$ cat src/source/rra_consts.svh
`ifndef RRA_CONSTS_SVH
`define RRA_CONSTS_SVH

// Request word width.
`define RRA_DATA_WIDTH 32

// FIFO depths as log2 of the entry count.
`define RRA_IN_DEPTH_BITS 4
`define RRA_OUT_DEPTH_BITS 4

// Almost-full leaves six entries for words already in flight.
`define RRA_IN_AFULL ((1 << `RRA_IN_DEPTH_BITS) - 6)
`define RRA_OUT_AFULL ((1 << `RRA_OUT_DEPTH_BITS) - 6)

// Below this fill the trickle arbiter takes over from the streaming one.
`define RRA_IN_AEMPTY 4

// Below this fill output reads are spaced.
`define RRA_OUT_AEMPTY 2

`endif

$ cat src/source/rra_pkg.sv
`default_nettype none

`include "rra_consts.svh"

package rra_pkg;

  // One request word.
  typedef logic [`RRA_DATA_WIDTH-1:0] req_data_t;

  // One bit per input port.
  typedef logic [1:0] port_mask_t;

  // Per-block reset nets from the reset tree.
  typedef logic [7:0] rst_vec_t;

endpackage

`default_nettype wire

$ cat src/source/req_select.sv
`timescale 1ns/1ns
`default_nettype none

module req_select import rra_pkg::*; (
  input  logic       clk,
  input  logic       rst,
  input  port_mask_t data_in_valid,
  input  req_data_t  data_in_0,
  input  req_data_t  data_in_1,
  output logic       data_out_valid,
  output req_data_t  data_out
);

  always_ff @(posedge clk or posedge rst) begin
    if (rst) begin
      data_out_valid <= 1'b0;
    end else begin
      data_out_valid <= |data_in_valid;
    end
  end

  // At most one input is valid, since only one FIFO is read per cycle.
  always_ff @(posedge clk) begin
    if (data_in_valid[1]) begin
      data_out <= data_in_1;
    end else if (data_in_valid[0]) begin
      data_out <= data_in_0;
    end
  end

endmodule

`default_nettype wire

$ cat config.mk
export PLATFORM = sky130hd
export DESIGN_NAME = req_select
export DESIGN_NICKNAME = d
export VERILOG_FILES = /design/src/source/rra_pkg.sv /design/src/source/req_select.sv
export VERILOG_INCLUDE_DIRS = /design/src /design/src/source
export SDC_FILE = /design/constraint.sdc
export NUM_CORES = 1
export LEC_CHECK = 0
export ABC_AREA = 1
export BUFFER_PORTS_ARGS = -buffer_cell sky130_fd_sc_hd__buf_2
export CORE_MARGIN = 3
export CORE_UTILIZATION = 43
export DETAILED_ROUTE_END_ITERATION = 10
export MAX_ROUTING_LAYER = met4
export PLACE_DENSITY = 0.93
export REMOVE_ABC_BUFFERS = 1
export SKIP_CTS_REPAIR_TIMING = 1
export SLEW_MARGIN = 25
export SYNTH_ARGS = -nofsm -noshare
export SYNTH_HDL_FRONTEND = slang
export SYNTH_SLANG_ARGS = --single-unit
export TNS_END_PERCENT = 1
$ cat constraint.sdc
create_clock -name clk -period 0.8 [get_ports clk]
set_input_delay 0.04 -clock clk [delete_from_list [all_inputs] [get_ports clk]]
set_output_delay 0.04 -clock clk [all_outputs]
set_load 0.02 [all_outputs]
; After elaboration in Yosys (flattened, before gate mapping)
; Cells that the tools add are included.
[word_totals]
memories = 0
ff_bits = 33
latch_bits = 0
mem_bits_rw = 0
romBits = 0
input_bits = 68
[op_classes]
div_mod_pow = 0
n_mux = 2
reduce_logical = 2
n_lt_le_gt_ge = 0
addsub = 0
eq_ne = 0
multipliers = 0
n_shift = 0
bitwise_logic = 0
[ops]
columns = op, n
row1 = $mux 32, 2
row2 = $reduce_bool 2->1, 1
row3 = $reduce_or 2->1, 1

; Logic depth before layout (Yosys ltp)
[depth]
depth_word = 2
depth_mapped = 5
depth_no_buf = 3

; Worst setup path before layout
; Ideal clock, no wire load.
[synth_timing]
path_kind = input port to flip-flop
from = input data_in_valid[1]
to = register data_out[0], enable pin
t_arrival_ps = 675
stages = 2
path_slack_ps = -206
cell_sequence = buf_6 > or2_2
[synth_via]
elab_chain_cells = 1
[synth_lines]
columns = item, line_no
row1 = start: declaration, req_select.sv:7  ; input port_mask_t data_in_valid,
row2 = $reduce_bool 2->1 (no source line), --
row3 = end signal: assignment, req_select.sv:25  ; data_out <= data_in_1;
row4 = end signal: assignment, req_select.sv:27  ; data_out <= data_in_0;
row5 = end: declaration, req_select.sv:11  ; output req_data_t data_out
; Every way passes these cells.
; A chain may end at the register's enable or synchronous reset.

; Worst setup path after layout
[layout_timing]
from = register data_out[11]
to = output data_out[11]
; No word-level cell between the ends.

==> metrics.md <==
| Metric | Value |
|---|---|
| Post-synth EDFFs | `32` |
| FF/Latch Area | `986 um^2` |
| # Max-Cap Violations | `0` |
| CP top delay family | `flip-flops` |
| Post-route setup slack | `-0.172 ns` |
| Die ar. | `4050 um^2` |
| TritonCTS Buffers | `5` |
| Most common cell in the netlist | `nand2_1` |
| Die height | `63.7 um` |
| Post-layout util | `84.2%` |
| CTS tree | `done` |
| Crit end category | `primary output` |
| Register area share after synthesis | `68.9%` |
| Post-synth top area share | `67.2%` |
| Commonest cells post-synth | `nand2_1, edfxtp_1, buf_6` |
| Synthesis Warnings | `0` |
| Minimum clock period after layout | `0.972 ns` |
| WL per Instance | `14.9 um` |
| Startpoint Class | `register` |
| Clock-pin transition on the worst setup and hold timing paths | `0.11 ns` |
| Starting DRT DRC Count | `135` |
| Worst endpoint required time | `0.76 ns` |
| Total number of vias | `1578` |
| PortBufs | `100` |
| WL final | `5100 um` |
| CTS sink cnt | `33` |
| Vias/cell | `4.61` |
| Global-route wire length before repair | `5290 um` |
| Leak | `1.34 nW` |
| Pwr dens | `1830 nW/um^2` |
| Antenna cells | `0` |
| Filler Cell Count | `188` |
| Core area | `3100 um^2` |
| Chip Width | `63.7 um` |
| Multi-input gate area | `367 um^2` |
| Initial core utilization | `46.1%` |
| Num ports | `101` |
| Grt total ovfl | `0` |
| Status | `finished with violations` |
| Total GRT Usage | `17.7%` |
| Max-slew headroom | `78.7%` |
| Post-synth cell types | `8` |
| Max IR drop VDD | `1.90 mV` |
| Final setup violation count | `33` |
| CP max FO | `1` |
| Crit-path max cell delay | `0.42 ns` |
| Synth top area cells | `edfxtp_1, nand2_1, buf_6, dfrtp_1, buf_4` |
| Mapped Area | `1430 um^2` |
| DRC | `0` |
| CP Buf/Inv Count | `1` |
| RSZ-0062 raised after global routing | `yes` |
| Failing checks | `negative hold slack, negative setup slack` |
| Worst-Margin Slew | `0.319 ns` |
| Critical path arrival | `0.93 ns` |
| ANT nets after route | `0` |
| Synth async-reset ratio | `3.03%` |
| Average size of a mapped cell | `10.3 um^2` |
| Clock buffer depth | `2` |
| Hold Crit Class | `in -> reg` |
| Area delta synth->final | `82.7%` |
| Pin count of the biggest net entering global routing | `34` |
| Syn Inst Count | `139` |
| Pins Over Slew Limit | `0` |
| Period utilization | `121%` |
| Count of state elements after synthesis | `33` |
| Kind of critical path | `reg -> out` |
| Clock H-tree levels | `2` |
| Share of cells above drive strength 1 | `37.9%` |
| Hold WS | `-0.0216 ns` |
| Fmax | `1030 MHz` |
| Hold Fails Final Rpt | `4` |
| Final nets | `365` |
| Initial antenna violation count | `0` |
| Number of global-route vias before repair | `1191` |
| Dominant cell type by area after synthesis | `edfxtp_1` |
| Cell chain of the critical path | `buf_2` |
| Top FF cell, synth | `edfxtp_1` |
| Worst-path cell with the longest stage delay | `edfxtp_1` |
| Post-DP HPWL | `2510 um` |
| Root Driver | `clkbuf_4` |
| DR pass1 iterations | `4` |
| Std cell rows | `20` |
| GPL Wtd Cong | `0.683` |
==> layer usage <==
metal / GRT usage (%) / share of wire [%] / vias up
met1: 18.3 / 33 / 699
li1: - / - / 759
met3: 5.17 / 7.3 / 22
met2: 31.3 / 56 / 98
met4: 7.55 / 3.8 / 0
met5: - / 0 / -
==> power by group <==
part           switching, mW  internal, mW  total (mW)
clock network          0.574         0.967        1.54
logic                  0.574         0.491        1.06
registers             0.0546          2.11        2.16
==> placed cells by master (no fill, tap or decap), drive strengths merged <==
master and instances:
inv 2, dlygate4sd3 55, edfxtp 32, clkbuf 5, or2 1, clkinv 1
buf 103, dfrtp 1, bufinv 2, nand2 96
==> worst paths after layout <==
check | startpoint | slack, ns | cells after the start | to
min | data_in_0[26] | -0.02 | 3 | data_out[26]
max | data_out[11] | -0.17 | 1 | data_out[11]
max in group asynchronous | rst | 0.61 | 3 | data_out_valid
min in group asynchronous | rst | 0.09 | 3 | data_out_valid
==> kinds of logic (layout without fill, tap and decap cells) <==
group                  Yosys count  in the layout  share of synthesized area (%)
flip-flops                      33             33                           68.9
AND/OR/NAND/NOR                 97             97                           25.6
buffers and inverters            9            168                           5.42
==> through the flow <==
stage               total power [mW]  setup WS, ns  TNS, ns  std cells  instance area (um^2)
floorplan                       2.60       -0.0859    -2.75        132                  1360
global placement                2.98        -0.106    -6.08        279                  1950
detailed placement              3.01        -0.135    -7.41        279                  1950
CTS                             4.52        -0.152    -3.96        287                  2060
global route                    4.97        -0.215    -5.41        342                  2610
finish                          4.77        -0.172    -3.73        342                  2610
==> layout make-up <==
class                      instances  area share [%]
inverter                           2           0.383
clock buffer                       5            1.44
timing repair buffer             158            41.8
clock inverter                     3            2.49
multi-input combinational         97            14.0
sequential                        33            37.7
tap                               44            2.11
==> tightest hold or removal path, stage by stage <==
cell,delay (ns)
buf_2,0.07
nand2_1,0.04
nand2_1,0.06
==> sequential cells by signal, summed over array words and instances, names as in the netlist <==
signal,cells
data_out,32
data_out_valid,1
Note: power is estimated with default switching activity, not from simulation.
