`config.mk`:
```
export PLATFORM = sky130hd
export DESIGN_NAME = sync_fifo
export DESIGN_NICKNAME = d
export VERILOG_FILES = /design/src/source/sync_fifo.sv
export SDC_FILE = /design/constraint.sdc
export NUM_CORES = 1
export LEC_CHECK = 0
export BUFFER_PORTS_ARGS = -buffer_cell sky130_fd_sc_hd__buf_4
export CORE_UTILIZATION = 50
export CTS_CLUSTER_DIAMETER = 120
export CTS_CLUSTER_SIZE = 10
export DETAILED_ROUTE_END_ITERATION = 7
export GPL_ROUTABILITY_DRIVEN = 0
export PLACE_DENSITY = 0.68
export SYNTH_ARGS = -nofsm -noshare
export SYNTH_HDL_FRONTEND = slang
export SYNTH_SLANG_ARGS = --single-unit
```
`constraint.sdc`:
```
create_clock -name clk -period 5.4 [get_ports clk]
set_clock_uncertainty 0.2 [all_clocks]
set_input_delay 0.54 -clock clk [delete_from_list [all_inputs] [get_ports clk]]
set_output_delay 0.54 -clock clk [all_outputs]
set_load 0.01 [all_outputs]
```
`src/source/sync_fifo.sv`:
```
`timescale 1ns/1ns
`default_nettype none

module sync_fifo #(
  parameter int WIDTH      = 32,
  parameter int DEPTH_BITS = 4,
  parameter int AFULL      = 10,
  parameter int AEMPTY     = 4
) (
  input  logic                  clk,
  input  logic                  rst,
  input  logic                  we,
  input  logic [WIDTH-1:0]      din,
  input  logic                  re,
  output logic                  valid,
  output logic [WIDTH-1:0]      dout,
  output logic [DEPTH_BITS:0]   count,
  output logic                  empty,
  output logic                  full,
  output logic                  almostfull,
  output logic                  almostempty
);

  localparam int DEPTH = 1 << DEPTH_BITS;

  typedef logic [DEPTH_BITS:0] cnt_t;
  typedef logic [DEPTH_BITS-1:0] ptr_t;

  logic [WIDTH-1:0] mem [DEPTH];
  ptr_t             wr_ptr;
  ptr_t             rd_ptr;
  logic             wr_ok;
  logic             rd_ok;

  assign empty       = (count == '0);
  assign full        = (count == cnt_t'(DEPTH));
  assign almostfull  = (count >= cnt_t'(AFULL));
  assign almostempty = (count <= cnt_t'(AEMPTY));

  assign wr_ok = we & ~full;  // Writes into a full FIFO are dropped.
  assign rd_ok = re & ~empty; // Reads from an empty FIFO are dropped.

  always_ff @(posedge clk) begin
    if (wr_ok) begin
      mem[wr_ptr] <= din;
    end
  end

  always_ff @(posedge clk) begin
    if (rd_ok) begin
      dout <= mem[rd_ptr]; // Registered read data.
    end
  end

  always_ff @(posedge clk or posedge rst) begin
    if (rst) begin
      wr_ptr <= '0;
      rd_ptr <= '0;
      count  <= '0;
      valid  <= 1'b0;
    end else begin
      valid <= rd_ok; // Pulses with the data one cycle after the read.
      if (wr_ok) begin
        wr_ptr <= wr_ptr + 1'b1;
      end
      if (rd_ok) begin
        rd_ptr <= rd_ptr + 1'b1;
      end
      case ({wr_ok, rd_ok})
        2'b10: begin
          count <= count + 1'b1;
        end
        2'b01: begin
          count <= count - 1'b1;
        end
        default: begin
          count <= count;
        end
      endcase
    end
  end

endmodule

`default_nettype wire

```
=== After elaboration in Yosys (flattened, before gate mapping) ===
Memories as Yosys holds them, arrays and structs flattened. A register that Yosys moved wholly into a read port is not among the register bits.
Index checks and enable logic that the tools add are counted.

* Add/subtract/negate cells: 4
* Order comparisons: 2
* Equality and inequality tests: 3
* Multiplexer cells: 3
* Bitwise operators: 4
* Reduce and logical (&&, ||, !) cells: 2

{| class="wikitable"
|+ Operator list
! cell !! number
|-
| $pmux W5 S2 || 1
|-
| $add A4 B1 Y4 const B || 2
|-
| $add A5 B1 Y5 const B || 1
|-
| $eq A5 B5 Y1 const B || 1
|-
| $ge A5 B4 Y1 const B || 1
|-
| $le A5 B3 Y1 const B || 1
|-
| $logic_not A5 Y1 || 1
|-
| $sub A5 B1 Y5 const B || 1
|-
| $and A1 B1 Y1 || 2
|-
| $eq A2 B1 Y1 const B || 1
|-
| $eq A2 B2 Y1 const B || 1
|-
| $mux W1 || 2
|-
| $not A1 Y1 || 2
|-
| $reduce_bool A2 Y1 || 1
|}

* Flip-flop bits (word level): 14
* Memory bits (writable): 512
* Input bits: 36
* Output and inout bits: 42
* Word-level logic and storage cells: 23
* Memories: 1

{| class="wikitable"
|+ Memory list
! memory !! depth !! bits a word !! rd ports !! clocked after Yosys merged registers in !! write ports !! RTL line !! RTL
|-
| mem || 16 || 32 || 1 || 1 || 1 || 29 || <nowiki>logic [WIDTH-1:0] mem [DEPTH];</nowiki>
|}

=== Depth between registers and ports, before layout ===
Gate-level depths: netlist of the first run.

* Depth after elaboration: 5
* Mapped depth: 9

=== Worst setup path before layout of the first run ===
No wires, ideal clock.

* Path type: register to register
* Start point: register count[0]
* End point: register count[4]
* Library setup time: 0.080 ns
* Data arrival time: 3.899 ns
* Path slack: 1.221 ns
* Stages on the path, launching flop included: 9
* Buffers on the path: 0
* Path through: dfrtp_1 nor3_1 a21boi_1 ha_1 ha_1 a21o_1 a21oi_1 mux2i_1 xnor2_1

* Longest elaborated chain between the ends: 5

{| class="wikitable"
|+ RTL lines
! what !! RTL line !! RTL
|-
| start, declared || 17 || <nowiki>output logic [DEPTH_BITS:0] count,</nowiki>
|-
| start signal, assigned || 71 || <nowiki>count <= count + 1'b1;</nowiki>
|-
| start signal, assigned || 74 || <nowiki>count <= count - 1'b1;</nowiki>
|-
| start signal, assigned || 77 || <nowiki>count <= count;</nowiki>
|-
| $logic_not A5 Y1 * || 35 || <nowiki>assign empty = (count == '0);</nowiki>
|-
| $not A1 Y1 * || 41 || <nowiki>assign rd_ok = re & ~empty;</nowiki>
|-
| $and A1 B1 Y1 * || 41 ||
|-
| via rd_ok || 33 || <nowiki>logic rd_ok;</nowiki>
|-
| $eq A2 B1 Y1 or $eq A2 B2 Y1 (tied branches) || 69 || <nowiki>case ({wr_ok, rd_ok})</nowiki>
|-
| $pmux W5 S2 or $reduce_bool A2 Y1 (tied branches) || -- ||
|}

The timed path passes the listed nets; every way through them passes the cells marked *.
A chain may end at the register's enable or synchronous reset.

=== Worst setup path after layout of the first run ===
* Start point: register count[2]
* End point: register count[4]

The elaborated chain is that of the path after synthesis.

==> results of run 1 <==
layout make-up:
type                            count  share of cell area (%)
Tap cell                          539                    2.77
Inverter                            7                   0.108
Timing Repair Buffer              107                    3.41
Sequential cell                   558                    68.6
Clock buffer                       88                    6.69
Multi-Input combinational cell    425                    18.3
Clock inverter                      4                   0.185
sequential cells by signal, summed over array words and instances, names as in the netlist:
register / flops
mem: 512
dout: 32
count: 5
rd_ptr: 4
wr_ptr: 4
valid: 1
per-stage QoR:
stage | power, mW | hold slack (ns)
final | 12.9 | 0.0339
after global routing | 13.5 | 0.0173
after CTS | 13.0 | 0.00285
after detailed placement | 9.40 | 0.375
after global placement | 9.33 | 0.371
after floorplan | 8.27 | 0.229
placed cells by master, fill, tap and decap left out, types with 2 or more instances in the layout:
cell type	synthesis	final
ha_1	9	9
mux2i_1	129	129
and2_1	3	2
mux4_2	60	60
mux2_2	2	2
nor2_1	14	2
nor2_4	0	12
a21oi_1	2	2
dfrtp_4	0	2
clkinv_8	0	2
xnor2_1	8	8
clkbuf_1	18	27
o21ai_0	37	37
a22oi_1	32	32
nand2b_1	3	3
clkbuf_16	0	61
a21o_1	2	2
dfrtp_1	14	12
xor2_1	2	2
mux4_1	4	4
a221oi_1	64	64
buf_12	0	2
buf_4	3	104
nand2_1	41	41
inv_1	7	7
edfxtp_1	544	544
nor3_2	0	4
metal layers:
layer	GRT usage [%]	vias to the layer above	share of wire [%]
met5	0	-	0
met1	27.9	5380	43
met2	33.1	300	49
li1	-	4555	-
met3	3.49	71	5.3
met4	5.70	0	2.1
power by group:
group          switching [mW]  internal (mW)  total, mW
Sequential              0.389           5.42       5.81
Clock                    1.52           2.05       3.57
Combinational            1.97           1.50       3.47
Total                    3.88           8.98       12.9
kinds of logic after synthesis:
logic type	count (synthesis)	share of synthesized area, %
AO/OA/AOI/OAI	139	4.81
XOR/XNOR	10	0.409
adder cells (fa/ha/maj)	10	0.619
flip-flops	558	77.9
multiplexers	195	12.9
buffers and inverters	63	1.96
AND/OR/NAND/NOR	71	1.40
how the worst max path moves through the flow:
stage                        start        to  slack (ns)
after global placement    count[1]  count[4]        2.09
after detailed placement  count[2]  count[4]        2.02
after global routing      count[1]  count[4]        1.80
final                     count[2]  count[4]        2.09
after floorplan           count[0]  count[4]        1.22
after CTS                 count[2]  count[4]        2.02
==> out/results.ini, run 1 <==
[placement]
dp_slack_ns=2.02
dpl.hpwl_mm=22.2
dp.cells=1635
port_buffers=77
place_area_um2=22700

[routing]
drt_iter0_markers=792
wl_per_cell_um=24.8
drtPass1Iterations=4
finalWirelength_mm=42.8
ant_nets=0
viasPerCell=5.96
routed-via-count=10300
drcViolationCount=0

[clock_tree]
hold_buffers=1
h-tree-depth=2
clk-insertion-delay-late_ns=0.60
clockRootBuffer=clkbuf_16
clkSinkCount=558
numCtsBuffers=61
postCtsSetupBuffers=0
cts_resized=0
cts_tree=yes
clockBufferDepth=3
cts.clk_slew.worst_paths_ns=0.06

[layout]
multi_input_area_um2=4450
area_growth_pct=13.6
final_cells=1728
nets=1206
seqCellArea_um2=16700
diodes=0
postLayoutCellArea_um2=24300
fin_util_pct=57.8
layout-drive-gt1-share_pct=21.4
fillers=3065

[global_route]
antenna_found_initial=0
track_usage_pct=20.1
overflow=0
grt_pass1_wl_mm=65.4
grt_max_degree=60
first_global_vias=10700

[floorplan]
core_um2=42100
dieHeight_um=209
start_util_pct=50.9
io_pins=78
die-area_um2=43700
die_x_um=209
rows=75

[power_and_ir_drop]
powerDensity_nw_per_um2=528
p_leak_nw=8.21
ir_drop_v=0.000257

[worst_setup_path]
r2r_slack_ns=2.09
worst-path-buf-inv=1
start_kind=flop
path_max_fanout=38
max_stage_delay_ns=0.60
crit_required_ns=5.72
critPathCaptureType=flop
r2r_end=count[4]
r2r-start=count[2]
path_cells=nor3_1 -> a21boi_4 -> buf_4 -> ha_1 -> fa_1 -> a21o_1 -> a21oi_1 -> mux2i_1 -> xnor2_1
r2r_cells=9
arrival_ns=3.64
slowest_stage=nor3_1
worstSetupPathType=flop to flop
cp.depth=9
crit_family=adder cells

[sta]
final_max_slew_viol_count=0
rsz0062_at_grt=no
tightest_slew_ns=1.01
timing.fmax_mhz=302
finalSetupViolCount=0
fin_crit_sh_pct=61.3
relSlewSlack_pct=32.8
report.final.hold_viol_count=0
tns_ns=0
fin_ws_ns=2.09
min_period_ns=3.31

[min_path]
min_to=mem[6][30]
hold_class=input port to flop
holdCritStartpoint=din[30]
hold_depth=1

[synth]
syn_area_um2=21400
syn-num-nets=1092
synth_commonest_cells=edfxtp_1 (544), mux2i_1 (129), a221oi_1 (64)
ys_top_cells_by_area=edfxtp_1 (76%), mux4_2 (6.3%), mux2i_1 (6.0%)
synth_top_area_share_pct=76.2
yosys_warnings=0
yosysMostFrequentCell=edfxtp_1
synth-seq-cells=558
yosysSeqAreaShare_pct=77.9
ys.flop_type=edfxtp_1
avgSynthCellArea_um2=20.5
syn-instance-count=1046
synth_edf_count=544
async_reset_ff_share_pct=2.51
yosys.area.top_type=edfxtp_1
synth_cell_types=33

[flow_run]
maxCapViolCount=0

[outcome]
status=finished clean

Power figures use the tool's default switching activity.
==> run 2, diff against run 1 <==
ABC_AREA = 1   (was not set)
PLACE_DENSITY = 0.67   (was 0.68)
clock period = 3.4 ns   (was 5.4 ns; I/O delays follow)
==> run 2 against run 1 <==
  * Final cell count increased by 67%
  * Flip-flop and latch count unchanged
  * Power increased by 69%
  * Utilization increased by 0.62 points
  * Hold slack improved by 0.12 ns
  * Count of clock-buffer cells in the layout decreased by 17
  * Non-clock buffer count increased by 44
  * Global-route usage increased by 4.0 points
  * Critical path depth decreased by 2
  * Combinational power increased by 110%
  * Clock power increased by 59%
  * Die area increased by 8.1%
==> out/results.ini, run 2 <==
[outcome]
status=finished clean

[sta]
finalSetupViolCount=0
tightest_slew_ns=0.671
fin_ws_ns=0.691
final_max_slew_viol_count=0
rsz0062_at_grt=no
relSlewSlack_pct=55.2
tns_ns=0
timing.fmax_mhz=369
holdWs_ns=0.155
fin_crit_sh_pct=79.7
min_period_ns=2.71
report.final.hold_viol_count=0

[synth]
yosys_warnings=0
synth_top_family_by_area=simple AND/OR/NAND/NOR gates
syn_area_um2=23200
ys_top_cells_by_area=edfxtp_1 (70%), nand2_1 (14%), nand3_1 (4.3%)
synth_edf_count=544
ys.flop_type=edfxtp_1
async_reset_ff_share_pct=2.51
synthAdderAreaFrac_pct=0.572
synth-compound-area-share_pct=0.113
synthXorXnorAreaFrac_pct=0.264
syn-num-nets=2196
synth_mux_area_share_pct=0
synth_top_area_share_pct=70.5
synth_cell_types=21
avgSynthCellArea_um2=10.8
synth-seq-cells=558
syn-instance-count=2150
yosysSeqAreaShare_pct=72.0
yosys.area_share.simple_pct=21.5
yosysMostFrequentCell=nand2_1
synth_commonest_cells=nand2_1 (842), edfxtp_1 (544), nor2_1 (213)
yosys.area.top_type=edfxtp_1

[worst_setup_path]
start_kind=flop
worstSetupPathType=flop to flop
slowest_stage=nor2_4
path_cells=nor2_1 -> nand4_1 -> nand2_1 -> inv_1 -> nand2_1 -> nor2_4 -> buf_12
cpMostUsedCell=nand2_1
critPathCaptureType=flop
crit_required_ns=3.52
arrival_ns=2.83
path_max_fanout=18
max_stage_delay_ns=0.52

[routing]
drcViolationCount=0
finalWirelength_mm=55.4
wl_per_cell_um=19.3
routed-via-count=15100
drtPass1Iterations=6
viasPerCell=5.26
drt_iter0_markers=1635
ant_nets=0

[layout]
nets=2313
fillers=3630
final_cell_mix=nand2_1 (842), edfxtp_1 (544), inv_1 (210)
biggestRegsByFlops=mem: 512 flops, dout: 32 flops, count: 5 flops
final_cells=2878
layout_commonest_cell=nand2_1
postLayoutCellArea_um2=26600
area_growth_pct=14.8
diodes=0
largest_register_ffs=512
regMostFlops=mem
layout-drive-gt1-share_pct=9.00
fin_util_pct=58.4

[global_route]
antenna_found_initial=0
track_usage_pct=24.2
grt_max_degree=125
grt_pass1_wl_mm=85.4
first_global_vias=14700
overflow=0

[floorplan]
die_x_um=217
rows=78
start_util_pct=50.9
core_um2=45600
die-area_um2=47200
io_pins=78
dieHeight_um=217

[power_and_ir_drop]
ir_drop_v=0.000656
powerDensity_nw_per_um2=816
p_leak_nw=10.9
total_power_mw=21.7

[clock_tree]
numCtsBuffers=61
cts_tree=yes
clockRootBuffer=clkbuf_16
h-tree-depth=2
postCtsSetupBuffers=0
clkSinkCount=558
clk-insertion-delay-late_ns=0.62
cts.clk_slew.worst_paths_ns=0.06
clockBufferDepth=3

[placement]
dp_slack_ns=0.730
port_buffers=77
dpl.hpwl_mm=31.6
place_area_um2=24600
dp.cells=2769

[flow_run]
maxCapViolCount=0

[min_path]
hold_class=input port to async pin

run 2: changes by cell type after synthesis, moves of 7 or more:
cell	change
inv_1	+204
nor2_1	+199
o21ai_0	-33
a221oi_1	-64
buf_6	-7
nand3_1	+197
mux2i_1	-129
buf_8	-8
nand2_1	+801
mux4_2	-60
a22oi_1	-32
buf_2	+50
run 2: timing repair:
| action | CTS | global route |
|---|---|---|
| hold endpoints to repair | 532 | 0 |
| resized for setup | 0 | 0 |
| hold buffers | 35 | 0 |
run 2: worst max-delay path: cells and delay by family, from the launching register on:
family | cells | cell delay, ns
DFF | 1 | 0.47
buffers and inverters | 2 | 0.49
and+or+nand+nor | 5 | 1.24
run 2: final cells by class:
type                            instances  area (um^2)  area share, %
Inverter                              215          812           3.05
Clock inverter                          3         42.5          0.160
Sequential cell                       558        16700           62.7
Clock buffer                           71         1590           5.96
Tap cell                              600          751           2.82
Timing Repair Buffer                  151         1410           5.29
Multi-Input combinational cell       1280         5330           20.0
run 2: path summary, 6_finish.rpt:
kind / from / endpoint / slack [ns] / cells after the start
setup / recovery: count[1] / mem[3][18] / 0.69 / 7
min in group clk: wr_ptr[3] / wr_ptr[3] / 0.35 / 2
max in group asynchronous: rst / rd_ptr[0] / 2.42 / 3
setup reg to reg: count[1] / mem[3][18] / 0.69 / 7
hold reg to reg: wr_ptr[3] / wr_ptr[3] / 0.35 / 2
hold / removal: rst / count[3] / 0.15 / 3
run 2: power by group:
group | switching [mW] | internal (mW)
sequential | 0.288 | 8.57
combinational | 5.07 | 2.12
clock | 2.45 | 3.22
run 2: metal layers:
layer / wire (um) / track usage (%) / vias up
met5: 0 / 0 / -
met4: 1280 / 6.95 / 0
met3: 4110 / 4.05 / 84
met2: 26600 / 39.5 / 571
met1: 23400 / 33.4 / 7285
li1: - / - / 7186
run 2: cell families (layout without fill, tap and decap cells):
kind of cell    Yosys count  after routing
compound gates            5              5
fa+ha+maj                10             10
xor+xnor                  7              7
buf+inv                 312            440
flops                   558            558
simple gates           1258           1258
==> run 3, diff against run 2 <==
ABC_AREA = 0   (was 1)
PLACE_DENSITY = 0.7   (was 0.67)
clock period = 2.22 ns   (was 3.4 ns; I/O delays follow)
==> run 3 against run 2 <==
  * The run now ends with negative setup slack left
  * Die area down 7.5%
  * Global-route usage down 3.1 points
  * Power up 53%
  * Critical path depth up 2
  * Routed wire length down 18%
  * Hold slack worse by 0.090 ns
  * Clock power up 55%
  * Register-to-register slack worse by 0.74 ns
  * Setup slack worse by 0.74 ns
  * Maximum frequency up 19%
  * Utilization up 3.4 points
==> out/results.ini, run 3 (synthesis gave the netlist of run 1 again) <==
[worst_setup_path]
arrival_ns=2.59
start_kind=flop
critPathCaptureType=flop
crit_required_ns=2.54
worstSetupPathType=flop to flop
path_max_fanout=3
r2r_cells=9

[sta]
finalSetupViolCount=2
fin_crit_sh_pct=102
timing.fmax_mhz=440
min_period_ns=2.27
report.final.hold_viol_count=0
relSlewSlack_pct=51.1
rsz0062_at_grt=yes
final_max_slew_viol_count=0
tightest_slew_ns=0.733
fin_ws_ns=-0.0506

[global_route]
grt_pass1_wl_mm=67.9
antenna_found_initial=1
overflow=0
track_usage_pct=21.1
grt_max_degree=39
first_global_vias=11200

[routing]
finalWirelength_mm=45.5
wl_per_cell_um=24.7
drcViolationCount=0
viasPerCell=5.96
routed-via-count=11000
ant_nets=0
drt_iter0_markers=908
drtPass1Iterations=5

[floorplan]
io_pins=78
die-area_um2=43700
start_util_pct=50.9
dieHeight_um=209
rows=75
die_x_um=209
core_um2=42100

[placement]
dpl.hpwl_mm=25.2
dp_slack_ns=-0.163
dp.cells=1692
port_buffers=77
place_area_um2=23700

[power_and_ir_drop]
p_leak_nw=8.95
total_power_mw=33.3
ir_drop_v=0.000795
powerDensity_nw_per_um2=1280

[layout]
largest_register_ffs=512
final_cells=1841
area_growth_pct=21.5
fillers=2844
nets=1322
postLayoutCellArea_um2=26000
regMostFlops=mem
biggestRegsByFlops=mem: 512 flops, dout: 32 flops, count: 5 flops
final_cell_mix=edfxtp_1 (544), buf_4 (136), mux2i_1 (128)
layout_commonest_cell=edfxtp_1
layout-drive-gt1-share_pct=27.8

[outcome]
violations=negative setup slack
status=finished, violations left

[clock_tree]
clk-insertion-delay-late_ns=0.61
cts.clk_slew.worst_paths_ns=0.06
clkSinkCount=558
clockBufferDepth=3
h-tree-depth=2
clockRootBuffer=clkbuf_16
cts_tree=yes
numCtsBuffers=61

[flow_run]
maxCapViolCount=0

[min_path]
hold_class=input port to async pin

==> run 3: cell types whose count changed in the layout (fill, tap and decap cells not counted), moves of 6 or more <==
cell and delta:
a22oi_1 +32, a221oi_2 +6, clkbuf_1 +15, nand2_1 -805, a221oi_1 +58, nand3_1 -197, o21ai_0 +31, inv_1 -204
buf_4 +35, mux2i_1 +128, nor2_1 -196, mux4_2 +60, buf_12 +31
==> run 3: routing by layer <==
| metal | part of all wire (%) | GRT usage, % | vias up |
|---|---|---|---|
| met2 | 49 | 34.2 | 372 |
| met1 | 43 | 29.4 | 5739 |
| met3 | 6.4 | 4.15 | 72 |
| met4 | 1.8 | 5.65 | 0 |
| met5 | 0 | 0 | - |
| li1 | - | - | 4793 |
==> run 3: critical path, cell delays in order, from the launching register on <==
cell	delay (ns)
dfrtp_2	0.42
nor3_4	0.22
buf_6	0.13
a21boi_4	0.06
ha_4	0.18
fa_2	0.33
a21o_1	0.17
a21oi_2	0.12
mux2i_1	0.22
xnor2_1	0.13
==> run 3: worst paths after layout <==
kind	start	to	slack, ns
max in group asynchronous	rst	rd_ptr[0]	1.28
worst min-delay path	rst	wr_ptr[0]	0.07
worst max register to register	count[0]	count[4]	-0.05
worst min register to register	count[4]	count[4]	0.41
worst max-delay path	count[0]	count[4]	-0.05
min in group clk	din[19]	mem[12][19]	0.26
==> run 3: through the flow <==
step	TNS, ns	utilization, %	hold WS, ns
after floorplan	-169.62	-	-0.0891
after global placement	-2.02	56.1	0.130
after detailed placement	-5.08	56.1	0.143
after global routing	-0.309	61.8	0.0957
after CTS	-0.129	61.2	0.0533
final	-0.0821	61.8	0.0650
==> run 3: final cells by class <==
| type | instances | area [um^2] | area share (%) |
|---|---|---|---|
| Tap cell | 539 | 674 | 2.59 |
| Inverter | 7 | 26.3 | 0.101 |
| Clock inverter | 1 | 16.3 | 0.0625 |
| Timing Repair Buffer | 223 | 2370 | 9.11 |
| Antenna cell | 1 | 2.50 | 0.00961 |
| Multi-Input combinational cell | 425 | 4590 | 17.6 |
| Sequential cell | 558 | 16700 | 64.1 |
| Clock buffer | 87 | 1660 | 6.36 |
==> run 3: what timing repair did <==
action | 4_1_cts | 5_1_grt
pin swaps | 13 | 7
setup endpoints to repair | 62 | 46
gates cloned | 0 | 1
endpoints found under the hold margin | 532 | 0
resized for setup | 6 | 16
hold buffers | 35 | 0
setup buffers | 10 | 15
==> run 3: where the power goes <==
group / switching [mW] / internal [mW] / total (mW)
Clock: 3.71 / 5.06 / 8.77
Sequential: 0.440 / 13.2 / 13.6
Combinational: 5.84 / 5.01 / 10.9
